===== src/rv_pkg.sv =====
package rv_pkg;

    //////////////////////////////////////////////////////////////////////
    // sizes
    //////////////////////////////////////////////////////////////////////

    localparam int xlen      = 32;
    localparam int mem_words = 1024;
    localparam int mem_aw    = $clog2(mem_words);

    // uart bit period in clocks
    localparam int clks_per_bit = 16;
    localparam int baud_cw      = $clog2(clks_per_bit);
    // sample point inside the start bit
    localparam logic [baud_cw-1:0] baud_half = baud_cw'(clks_per_bit / 2 - 1);
    localparam logic [baud_cw-1:0] baud_last = baud_cw'(clks_per_bit - 1);

    //////////////////////////////////////////////////////////////////////
    // encodings
    //////////////////////////////////////////////////////////////////////

    // rv32i major opcodes, subset only
    typedef enum logic [6:0] {
        op_lui    = 7'b0110111,
        op_imm    = 7'b0010011,
        op_reg    = 7'b0110011,
        op_load   = 7'b0000011,
        op_store  = 7'b0100011,
        op_branch = 7'b1100011,
        op_jal    = 7'b1101111
    } opcode_e;

    typedef enum logic [3:0] {
        alu_add,
        alu_sub,
        alu_and,
        alu_or,
        alu_xor,
        alu_sll,
        alu_srl,
        alu_slt,
        alu_pass_b
    } alu_op_e;

    typedef enum logic [2:0] {
        st_fetch,
        st_decode,
        st_exec,
        st_mem,
        st_wb,
        st_halt
    } core_state_e;

    // one memory request, be all zero means read or idle
    typedef struct packed {
        logic [mem_aw-1:0] addr;
        logic [3:0]        be;
        logic [xlen-1:0]   wdata;
    } mem_req_t;

    typedef struct packed {
        opcode_e         op;
        alu_op_e         alu;
        logic [4:0]      rd;
        logic [4:0]      rs1;
        logic [4:0]      rs2;
        logic [xlen-1:0] imm;
        logic            use_imm;
        logic            reg_write;
        logic            is_load;
        logic            is_store;
        logic            byte_access;
        logic            branch_ne;
    } decoded_t;

endpackage

===== src/uart_rx.sv =====
`timescale 1ns/1ps

module uart_rx
    import rv_pkg::*;
(
    input  logic       clk,
    input  logic       rst,
    input  logic       rx,
    output logic [7:0] data,
    output logic       data_valid
);

    typedef enum logic [1:0] {
        rx_idle,
        rx_start,
        rx_data,
        rx_stop
    } rx_state_e;

    rx_state_e          state;
    logic [1:0]         rx_sync;
    logic               rx_s;
    logic [baud_cw-1:0] cnt;
    logic [2:0]         bit_idx;

    // two flop synchronizer, line idles high
    assign rx_s = rx_sync[1];

    always_ff @(posedge clk) begin
        if (rst) begin
            rx_sync    <= 2'b11;
            state      <= rx_idle;
            cnt        <= '0;
            bit_idx    <= '0;
            data_valid <= 1'b0;
        end else begin
            rx_sync    <= {rx_sync[0], rx};
            data_valid <= 1'b0;
            cnt        <= cnt + 1'b1;
            case (state)
                rx_idle: begin
                    cnt <= '0;
                    // falling edge opens a frame
                    if (!rx_s) begin
                        state <= rx_start;
                    end
                end
                rx_start: begin
                    // mid start bit, glitch goes back to idle
                    if (cnt == baud_half) begin
                        cnt     <= '0;
                        bit_idx <= '0;
                        state   <= rx_s ? rx_idle : rx_data;
                    end
                end
                rx_data: begin
                    if (cnt == baud_last) begin
                        cnt     <= '0;
                        bit_idx <= bit_idx + 1'b1;
                        if (bit_idx == 3'd7) begin
                            state <= rx_stop;
                        end
                    end
                end
                rx_stop: begin
                    // low stop bit drops the frame
                    if (cnt == baud_last) begin
                        data_valid <= rx_s;
                        state      <= rx_idle;
                    end
                end
                default: state <= rx_idle;
            endcase
        end
    end

    // data bits arrive lsb first
    always_ff @(posedge clk) begin
        if (state == rx_data && cnt == baud_last) begin
            data <= {rx_s, data[7:1]};
        end
    end

endmodule


===== config.mk =====
export PLATFORM = sky130hd
export DESIGN_NAME = uart_rx
export DESIGN_NICKNAME = d
export VERILOG_FILES = /design/src/rv_pkg.sv /design/src/uart_rx.sv
export SDC_FILE = /design/constraint.sdc
export NUM_CORES = 1
export LEC_CHECK = 0
export ABC_CLOCK_PERIOD_IN_PS = 1900
export BUFFER_PORTS_ARGS = -buffer_cell sky130_fd_sc_hd__buf_4
export CAP_MARGIN = 20
export CORE_ASPECT_RATIO = 0.7
export CORE_MARGIN = 1
export CORE_UTILIZATION = 35
export CTS_BUF_LIST = sky130_fd_sc_hd__clkbuf_4 sky130_fd_sc_hd__clkbuf_8 sky130_fd_sc_hd__clkbuf_16
export CTS_CLUSTER_DIAMETER = 150
export CTS_CLUSTER_SIZE = 24
export DETAILED_ROUTE_END_ITERATION = 10
export PLACE_DENSITY = 0.57
export SLEW_MARGIN = 30
export SYNTH_ARGS = -nofsm -noshare
export SYNTH_HDL_FRONTEND = slang
export SYNTH_SLANG_ARGS = --single-unit

===== constraint.sdc =====
create_clock -name clk -period 1.9 [get_ports clk]
set_input_delay 0.38 -clock clk [delete_from_list [all_inputs] [get_ports clk]]
set_output_delay 0.38 -clock clk [all_outputs]
set_load 0.05 [all_outputs]

==> flow_metrics.tcl <==
set metrics [dict create \
    total_power_mw 0.655 \
    wl_per_cell_um 10.6 \
    route.detailed.drc 0 \
    clkLatencyLatePin_ns 0.29 \
    synth_xor_area_frac 0.0332 \
    port_buffers 11 \
    max_cap_violations 0 \
    max_freq_mhz 680 \
    finalWirelength_mm 1.15 \
    antenna_found_initial 0 \
    p_leak_nw 0.341 \
    rr_worst_depth 4 \
    path_buf_inv 1 \
    clk_pin_slew_worst_paths_ns 0.09 \
    rsz0062_at_grt "no" \
    maxSlewViolCount 0 \
    n_antenna_cell 0 \
    drive_above_1_share 0.289 \
    die_h_um 41.8 \
    die_area_mm2 0.00246 \
    synthDistinctLibCells 25 \
    tns_ns 0 \
    place_area_um2 898 \
    cts.sinks 20 \
    vias_per_cell 4.78 \
    nets 84 \
    crit_path_top_delay_cell "dfxtp_1" \
    cp.required_ns 1.90 \
    whs_path_depth 2 \
    ant_nets 0 \
    grt_pass1_wl_mm 2.00 \
    r2r_slack_ns 0.43 \
    grt_max_degree 11 \
    synthMuxAreaShare 0 \
    worstHoldStart "rx" \
    startpoint "cnt[0]$_SDFF_PP0_" \
    critPathKind "register to register" \
    synthSimpleGateAreaFrac 0.133 \
    status "completed" \
    start_kind "register" \
    avgSynthCellArea_um2 12.2 \
    syn-num-nets 71 \
    path_delay_family "flip-flops" \
    yosys_warnings 0 \
    cts_made_buffers 3 \
    area_delta_synth_final_pct 16.3 \
    worst_slew_pin_slew_ns 0.305 \
    num_vias 516 \
    r2r_start "cnt[0]$_SDFF_PP0_" \
    dp_hpwl_um 833 \
    cp_slowest_stage_delay_ns 0.36 \
    cts_tree "yes" \
    drtIter0Drc 6 \
    critPathCaptureType "register" \
    critical_path.max_fanout 8 \
    cts_setup_buffers 0 \
    timing.hold.ws_ns 0.272 \
    fillers 220 \
    clockRootBuffer "clkbuf_4" \
    slew_headroom 0.797 \
    cts_resized 0 \
    holdPathEnd "rx_sync[0]$_SDFF_PP1_" \
    skew_ns 0.00820 \
    drt_first_pass_iters 4 \
    hold_buffers 0 \
    syn_area_um2 792 \
    min_path_type "input port to register" \
    synth_compound_area_frac 0.136 \
    htreeDepth 1 \
    finalCriticalPeriod_ns 1.47 \
    synth_top_family_by_area "compound AO/OA/AOI/OAI gates" \
    syn-instance-count 65 \
    utilization 0.431 \
    grt_pass1_vias 464 \
    grt-ovfl-total 0 \
    num_io_pins 12 \
    yosysSeqAreaShare 0.607 \
    p_per_area_mw_per_mm2 711 \
    coreArea_mm2 0.00214 \
    setup_viol 0 \
    finalHoldViolCount 0 \
    design_area_um2 921 \
    ys_seq_elements 20 \
    rr_endpoint "data[5]$_DFFE_PP_" \
    cts_buffer_depth 2 \
    start_util 0.371 \
    vdd_drop_max_v 0.000552 \
    fin_crit_sh 0.774 \
    crit_arrival_ns 1.47 \
    track_usage 0.112 \
    routabilityCongestion 0.838 \
    cp_cell_sequence "ha_1, nand4_1, nor2_1, buf_4" \
    synth_fa_ha_area_frac 0.0474 \
    die_x_um 58.9 \
    num_rows 14 \
]
-- synthesized netlist by cell type, drive strengths merged --
library cell	n	area share
o21ai	2	0.013
edfxtp	8	0.30
and3	1	0.014
xor2	1	0.011
buf	3	0.025
a21oi	4	0.025
dfxtp	12	0.30
clkbuf	1	0.0047
or2	2	0.016
nor2	4	0.019
a21o	1	0.0095
nand3	4	0.025
ha	3	0.047
a31o	1	0.011
inv	3	0.014
nor4	1	0.0079
nor3	3	0.019
nor3b	1	0.0095
and4	1	0.014
a31oi	2	0.016
xnor2	2	0.022
a211oi	3	0.047
o221a	1	0.014
nand4	1	0.0079
-- layout by cell type (no fill, tap or decap), drive strengths merged --
master  netlist  final
dfxtp        12     12
nand4         1      1
inv           3      3
nand3         4      4
nor2          4      4
edfxtp        8      8
nor3b         1      1
o21ai         2      2
ha            3      3
a21o          1      1
and3          1      1
nor4          1      1
buf           3     12
xor2          1      1
a21oi         4      4
clkbuf        1      3
and4          1      1
or2           2      2
xnor2         2      2
a31o          1      1
o221a         1      1
a31oi         2      2
a211oi        3      3
nor3          3      3
-- report_power, final --
part	switching [mW]	total [mW]	internal (mW)	leakage, nW
registers	0.00378	0.450	0.446	0.169
clock network	0.112	0.186	0.0737	0.0138
logic	0.00986	0.0189	0.00908	0.158
-- sequential cells by signal, indices dropped and copies added (netlist names), named ones only --
signal	flops
data_valid	1
bit_idx	3
state	1
data	8
cnt	4
rx_sync	2
-- routing by layer --
metal  part of all wire  vias to the layer above  global-route usage
li1                   -                      265                   -
met1               0.53                      237               0.164
met2               0.39                       12               0.139
met3              0.065                        2              0.0654
met4             0.0070                        0              0.0286
met5                  0                        -                   0
-- stage by stage --
| step | setup slack [ns] | instances |
|---|---|---|
| after floorplan | 0.374 | 65 |
| after global placement | 0.497 | 105 |
| after detailed placement | 0.446 | 105 |
| after CTS | 0.425 | 108 |
| after global routing | 0.301 | 108 |
| final | 0.430 | 108 |
-- cell type report --
class	instances	area (um^2)	share of cell area
timing repair buffer	12	90.1	0.0978
clock buffer	3	22.5	0.0245
sequential	20	480	0.522
tap	32	40.0	0.0435
multi-input combinational	38	277	0.300
inverter	3	11.3	0.0122
-- kinds of logic (layout without fill, tap and decap cells) --
group | count (synthesis) | in the layout
flops | 20 | 20
simple gates | 18 | 18
compound gates | 14 | 14
buf+inv | 7 | 18
fa+ha+maj | 3 | 3
xor+xnor | 3 | 3
-- worst max-delay path by stage --
stage	end	slack, ns	cells past startpoint
global route	data[1]$_DFFE_PP_	0.30	4
floorplan	data[0]$_DFFE_PP_	0.37	3
CTS	data[5]$_DFFE_PP_	0.43	4
global placement	data[7]$_DFFE_PP_	0.50	4
finish	data[5]$_DFFE_PP_	0.43	4
detailed placement	data[0]$_DFFE_PP_	0.45	4
No activity file was read; power rests on OpenSTA's default activity.
