--- src/rv_pkg.sv ---
package rv_pkg;

    //////////////////////////////////////////////////////////////////////
    // sizes
    //////////////////////////////////////////////////////////////////////

    localparam int xlen      = 32;
    localparam int mem_words = 1024;
    localparam int mem_aw    = $clog2(mem_words);

    // uart bit period in clocks
    localparam int clks_per_bit = 16;
    localparam int baud_cw      = $clog2(clks_per_bit);
    // sample point inside the start bit
    localparam logic [baud_cw-1:0] baud_half = baud_cw'(clks_per_bit / 2 - 1);
    localparam logic [baud_cw-1:0] baud_last = baud_cw'(clks_per_bit - 1);

    //////////////////////////////////////////////////////////////////////
    // encodings
    //////////////////////////////////////////////////////////////////////

    // rv32i major opcodes, subset only
    typedef enum logic [6:0] {
        op_lui    = 7'b0110111,
        op_imm    = 7'b0010011,
        op_reg    = 7'b0110011,
        op_load   = 7'b0000011,
        op_store  = 7'b0100011,
        op_branch = 7'b1100011,
        op_jal    = 7'b1101111
    } opcode_e;

    typedef enum logic [3:0] {
        alu_add,
        alu_sub,
        alu_and,
        alu_or,
        alu_xor,
        alu_sll,
        alu_srl,
        alu_slt,
        alu_pass_b
    } alu_op_e;

    typedef enum logic [2:0] {
        st_fetch,
        st_decode,
        st_exec,
        st_mem,
        st_wb,
        st_halt
    } core_state_e;

    // one memory request, be all zero means read or idle
    typedef struct packed {
        logic [mem_aw-1:0] addr;
        logic [3:0]        be;
        logic [xlen-1:0]   wdata;
    } mem_req_t;

    typedef struct packed {
        opcode_e         op;
        alu_op_e         alu;
        logic [4:0]      rd;
        logic [4:0]      rs1;
        logic [4:0]      rs2;
        logic [xlen-1:0] imm;
        logic            use_imm;
        logic            reg_write;
        logic            is_load;
        logic            is_store;
        logic            byte_access;
        logic            branch_ne;
    } decoded_t;

endpackage
--- src/prog_loader.sv ---
`timescale 1ns/1ps

module prog_loader
    import rv_pkg::*;
(
    input  logic       clk,
    input  logic       rst,
    input  logic       prog,
    input  logic [7:0] data,
    input  logic       data_valid,
    output logic       wr,
    output mem_req_t   req
);

    logic              prog_q;
    logic              take;
    logic [1:0]        byte_cnt;
    logic [mem_aw-1:0] word_addr;
    logic [xlen-1:0]   word;

    // bytes only count while loading
    assign take = prog && data_valid;

    always_ff @(posedge clk) begin
        if (rst) begin
            prog_q    <= 1'b0;
            byte_cnt  <= '0;
            word_addr <= '0;
            wr        <= 1'b0;
        end else begin
            prog_q <= prog;
            // fourth byte completes the word
            wr     <= take && (byte_cnt == 2'd3);
            if (prog && !prog_q) begin
                // new load starts at word zero
                byte_cnt  <= '0;
                word_addr <= '0;
            end else begin
                if (take) begin
                    byte_cnt <= byte_cnt + 1'b1;
                end
                if (wr) begin
                    word_addr <= word_addr + 1'b1;
                end
            end
        end
    end

    // little endian, first byte ends up in bits 7:0
    always_ff @(posedge clk) begin
        if (take) begin
            word <= {data, word[xlen-1:8]};
        end
    end

    always_comb begin
        req.addr  = word_addr;
        req.be    = {4{wr}};
        req.wdata = word;
    end

endmodule

--- config.mk ---
export PLATFORM = sky130hd
export DESIGN_NAME = prog_loader
export DESIGN_NICKNAME = d
export VERILOG_FILES = /design/src/rv_pkg.sv /design/src/prog_loader.sv
export SDC_FILE = /design/constraint.sdc
export NUM_CORES = 1
export LEC_CHECK = 0
export ABC_CLOCK_PERIOD_IN_PS = 4600
export BUFFER_PORTS_ARGS = -buffer_cell sky130_fd_sc_hd__buf_2
export CAP_MARGIN = 15
export CORE_UTILIZATION = 25
export DETAILED_ROUTE_END_ITERATION = 8
export PLACE_DENSITY = 0.57
export SETUP_SLACK_MARGIN = 0.02
export SYNTH_ARGS = -nofsm -noshare
export SYNTH_HDL_FRONTEND = slang
export SYNTH_SLANG_ARGS = --single-unit
export TNS_END_PERCENT = 20
--- constraint.sdc ---
create_clock -name clk -period 4.6 [get_ports clk]
set_clock_uncertainty 0.1 [all_clocks]
set_input_delay 0.69 -clock clk [delete_from_list [all_inputs] [get_ports clk]]
set_output_delay 0.69 -clock clk [all_outputs]
set_load 0.03 [all_outputs]
==> impl_metrics.prom <==
# TYPE chip_impl_metric gauge
chip_impl_metric{name="setup_slack_reg_to_reg",unit="ns"} 2.93
chip_impl_info{name="worstReg2RegStart",value="word_addr[0]$_SDFFE_PP0P_"} 1
chip_impl_metric{name="fp.dieArea",unit="mm^2"} 0.00664
chip_impl_metric{name="power.clock.fraction",unit=""} 0.364
chip_impl_metric{name="worst_hold_slack",unit="ns"} 0.349
chip_impl_metric{name="grt_max_degree",unit=""} 29
chip_impl_metric{name="numCtsBuffers",unit=""} 5
chip_impl_metric{name="cts.clk_slew.worst_paths",unit="ns"} 0.08
chip_impl_info{name="critical_path.reg2reg.endpoint",value="word_addr[8]$_SDFFE_PP0P_"} 1
chip_impl_metric{name="firstDrtPassIters",unit=""} 3
chip_impl_metric{name="sw_frac_of_total",unit=""} 0.216
chip_impl_metric{name="sequentialPowerShare",unit=""} 0.576
chip_impl_metric{name="post_synthesis_area_per_instance",unit="um^2"} 15.8
chip_impl_metric{name="routedWlPerCell",unit="um"} 12.1
chip_impl_metric{name="period_needed",unit="ns"} 1.93
chip_impl_metric{name="route.detailed.drc",unit=""} 0
chip_impl_info{name="timing.setup.critical_path_class",value="register to primary output"} 1
chip_impl_metric{name="internal_power",unit="mW"} 0.628
chip_impl_metric{name="required",unit="ns"} 3.81
chip_impl_info{name="status",value="complete, no violations"} 1
chip_impl_metric{name="gp_congestion",unit=""} 0.685
chip_impl_info{name="tritoncts",value="done"} 1
chip_impl_info{name="cp-start-kind",value="register"} 1
chip_impl_metric{name="worstSetupPathDepth",unit=""} 1
chip_impl_metric{name="diodes",unit=""} 0
chip_impl_metric{name="final_min_period_over_clock_period",unit=""} 0.419
chip_impl_info{name="crit_chain",value="buf_2"} 1
chip_impl_metric{name="drt.antenna.violating_nets",unit=""} 0
chip_impl_info{name="rsz0062_at_grt",value="false"} 1
chip_impl_info{name="worst_setup_path_end_kind",value="primary output"} 1
chip_impl_metric{name="power-per-cell-area",unit="mW/mm^2"} 392
chip_impl_metric{name="wl_met2",unit="um"} 1270
chip_impl_info{name="layout.cells.most_common_list",value="sky130_fd_sc_hd__buf_2 (58), sky130_fd_sc_hd__edfxtp_1 (32), sky130_fd_sc_hd__dfxtp_1 (14)"} 1
chip_impl_info{name="worst_setup_path_start",value="wr$_SDFF_PP0_"} 1
chip_impl_metric{name="wirelength_met1",unit="um"} 1400
chip_impl_metric{name="met3_wirelength",unit="um"} 159
chip_impl_metric{name="floorplan.die.height",unit="um"} 81.5
chip_impl_metric{name="cts_resized",unit=""} 0
chip_impl_metric{name="reg2reg_depth",unit=""} 4
chip_impl_metric{name="postSynthRegisterBits",unit=""} 46
chip_impl_metric{name="syn_inst",unit=""} 100
chip_impl_metric{name="setup_ws",unit="ns"} 2.67
chip_impl_metric{name="cp.arrival",unit="ns"} 1.14
chip_impl_metric{name="cpPeakStageDelay",unit="ns"} 0.57
chip_impl_metric{name="synth_cell_type_count",unit=""} 24
chip_impl_metric{name="routed-via-count",unit=""} 963
chip_impl_metric{name="max-vdd-ir-drop",unit="mV"} 0.161
chip_impl_metric{name="grt_util_all_layers",unit=""} 0.0864
chip_impl_metric{name="total_switching_power",unit="mW"} 0.173
chip_impl_metric{name="iteration_0_drc_markers",unit=""} 44
chip_impl_metric{name="max_cap_violations",unit=""} 0
chip_impl_metric{name="power_leakage",unit="nW"} 0.836
chip_impl_info{name="post-synth-top-area-cell",value="sky130_fd_sc_hd__edfxtp_1"} 1
chip_impl_metric{name="routed_wirelength",unit="um"} 2870
chip_impl_metric{name="net_count_after_synthesis",unit=""} 114
chip_impl_metric{name="worst_pin_slew",unit="ns"} 0.940
chip_impl_info{name="synth_area_leaders",value="sky130_fd_sc_hd__edfxtp_1 (61%), sky130_fd_sc_hd__dfxtp_1 (18%), sky130_fd_sc_hd__xor2_1 (2.2%)"} 1
chip_impl_metric{name="hold-path-cell-count",unit=""} 0
chip_impl_metric{name="fmax",unit="MHz"} 518
chip_impl_metric{name="detailedPlace.worstSlack",unit="ns"} 2.58
chip_impl_info{name="mostFrequentLayoutCell",value="sky130_fd_sc_hd__buf_2"} 1
chip_impl_info{name="crit_end",value="req[35]"} 1
chip_impl_metric{name="hold_buffers",unit=""} 0
chip_impl_metric{name="fin_total_pwr",unit="mW"} 0.800
chip_impl_metric{name="flow.area_growth_from_synthesis",unit="%"} 29.2
chip_impl_metric{name="final-hold-violation-count",unit=""} 0
chip_impl_metric{name="max_slew_margin",unit=""} 0.369
chip_impl_metric{name="htree_levels",unit=""} 2
chip_impl_metric{name="synth-warning-count",unit=""} 0
chip_impl_metric{name="synth-seq-area-share",unit=""} 0.785
chip_impl_metric{name="die_width",unit="um"} 81.5
chip_impl_metric{name="worst_path_buffer_plus_inverter_count",unit=""} 1
chip_impl_metric{name="global_route.overflow_total",unit=""} 0
chip_impl_metric{name="synth_top_area_share",unit=""} 0.608
chip_impl_metric{name="post-cts-setup-buffer-count",unit=""} 0
chip_impl_info{name="critPathTopFamily",value="flip-flops"} 1
chip_impl_info{name="clk_root_buffer_cell",value="sky130_fd_sc_hd__clkbuf_8"} 1
chip_impl_metric{name="core_area",unit="mm^2"} 0.00603
chip_impl_metric{name="cts-root-to-sink-buffers",unit=""} 2
chip_impl_info{name="min_path_type",value="register to register"} 1
chip_impl_metric{name="final-setup-viol-count",unit=""} 0
chip_impl_metric{name="syn_area",unit="mm^2"} 0.00158
chip_impl_metric{name="grt_first_pass_wirelength",unit="um"} 4110
chip_impl_metric{name="design.final.nets",unit=""} 174
chip_impl_metric{name="setup_total_negative_slack",unit="ns"} 0
chip_impl_metric{name="share_comb_of_total_power",unit=""} 0.060
chip_impl_metric{name="worst-path-max-fanout",unit=""} 11
chip_impl_metric{name="final_max_tran_viols",unit=""} 0
chip_impl_metric{name="floorplan.initialDensity",unit=""} 0.262
chip_impl_metric{name="rows",unit=""} 28
chip_impl_metric{name="routed_via_density",unit=""} 4.08
chip_impl_metric{name="io_buffer_count",unit=""} 58
chip_impl_metric{name="initial_antenna_violation_count",unit=""} 0
chip_impl_metric{name="detailed_place_hpwl",unit="um"} 2050
chip_impl_info{name="critPathSlowestCell",value="sky130_fd_sc_hd__dfxtp_1"} 1
chip_impl_metric{name="worst_skew_pair.late_latency",unit="ns"} 0.28
chip_impl_metric{name="cts_num_sinks",unit=""} 46
chip_impl_metric{name="fraction_of_layout_instances_using_a_drive_strength_above_1",unit=""} 0.435
chip_impl_metric{name="first_global_vias",unit=""} 833
chip_impl_metric{name="ioPinCount",unit=""} 59
chip_impl_info{name="maxUsedRoutingLayer",value="met4"} 1
==> layer usage <==
metal / vias up / GRT usage
met5: - / 0
met4: 0 / 0.0482
met3: 2 / 0.0322
met2: 31 / 0.128
met1: 451 / 0.108
li1: 479 / -
==> final cells by class <==
type	instances	area (um^2)
multi-input combinational	45	289
tap	75	93.8
fill	620	3980
clock buffer	5	68.8
clock inverter	3	40.0
inverter	3	11.3
timing repair buffer	59	298
sequential	46	1240
==> flip-flops by register name, summed over array words and instances, names as in the netlist <==
name and count:
word_addr 10, word 32, prog_q 1, byte_cnt 2
wr 1
==> power groups by stage <==
stage | Combinational, mW | Sequential [mW] | Clock, mW
finish | 0.0480 | 0.461 | 0.291
global route | 0.0513 | 0.463 | 0.315
detailed placement | 0.0486 | 0.471 | 0
CTS | 0.0487 | 0.462 | 0.303
global placement | 0.0480 | 0.471 | 0
floorplan | 0.00799 | 0.492 | 0
==> logic make-up (layout without fill, tap and decap cells) <==
group / count (synthesis) / after routing / synth area share
adders and majority gates: 2 / 2 / 0.0158
AOI/OAI and AO/OA: 12 / 12 / 0.0435
muxes: 1 / 1 / 0.00633
and+or+nand+nor: 25 / 25 / 0.0895
buffers and inverters: 9 / 70 / 0.0317
xor gates and xnor gates: 5 / 5 / 0.0277
DFF: 46 / 46 / 0.785
==> Yosys cell counts (all sizes together) <==
| cell | n |
|---|---|
| a21oi | 6 |
| and3 | 1 |
| buf | 5 |
| clkbuf | 1 |
| dfxtp | 14 |
| edfxtp | 32 |
| ha | 2 |
| inv | 3 |
| mux2i | 1 |
| nand2 | 6 |
| nand3 | 3 |
| nand4 | 3 |
| nor2 | 7 |
| o21ai | 4 |
| o31ai | 2 |
| or3 | 3 |
| or4 | 2 |
| xnor2 | 1 |
| xor2 | 4 |
==> through the flow <==
stage / instances / util / cell area [um^2]
2_1_floorplan: 100 / - / 1580
3_3_place_gp: 228 / 0.321 / 1930
3_5_place_dp: 228 / 0.321 / 1930
4_1_cts: 236 / 0.339 / 2040
5_1_grt: 236 / 0.339 / 2040
6_report: 236 / 0.339 / 2040
==> worst min path at each step <==
stage                             start                       end
6_report             word[29]$_DFFE_PP_        word[21]$_DFFE_PP_
3_5_place_dp         word[29]$_DFFE_PP_        word[21]$_DFFE_PP_
2_1_floorplan  byte_cnt[1]$_SDFFE_PP0P_  byte_cnt[1]$_SDFFE_PP0P_
4_1_cts              word[29]$_DFFE_PP_        word[21]$_DFFE_PP_
3_3_place_gp         word[25]$_DFFE_PP_        word[17]$_DFFE_PP_
5_1_grt              word[19]$_DFFE_PP_        word[11]$_DFFE_PP_
No activity file was read; power rests on OpenSTA's default activity.
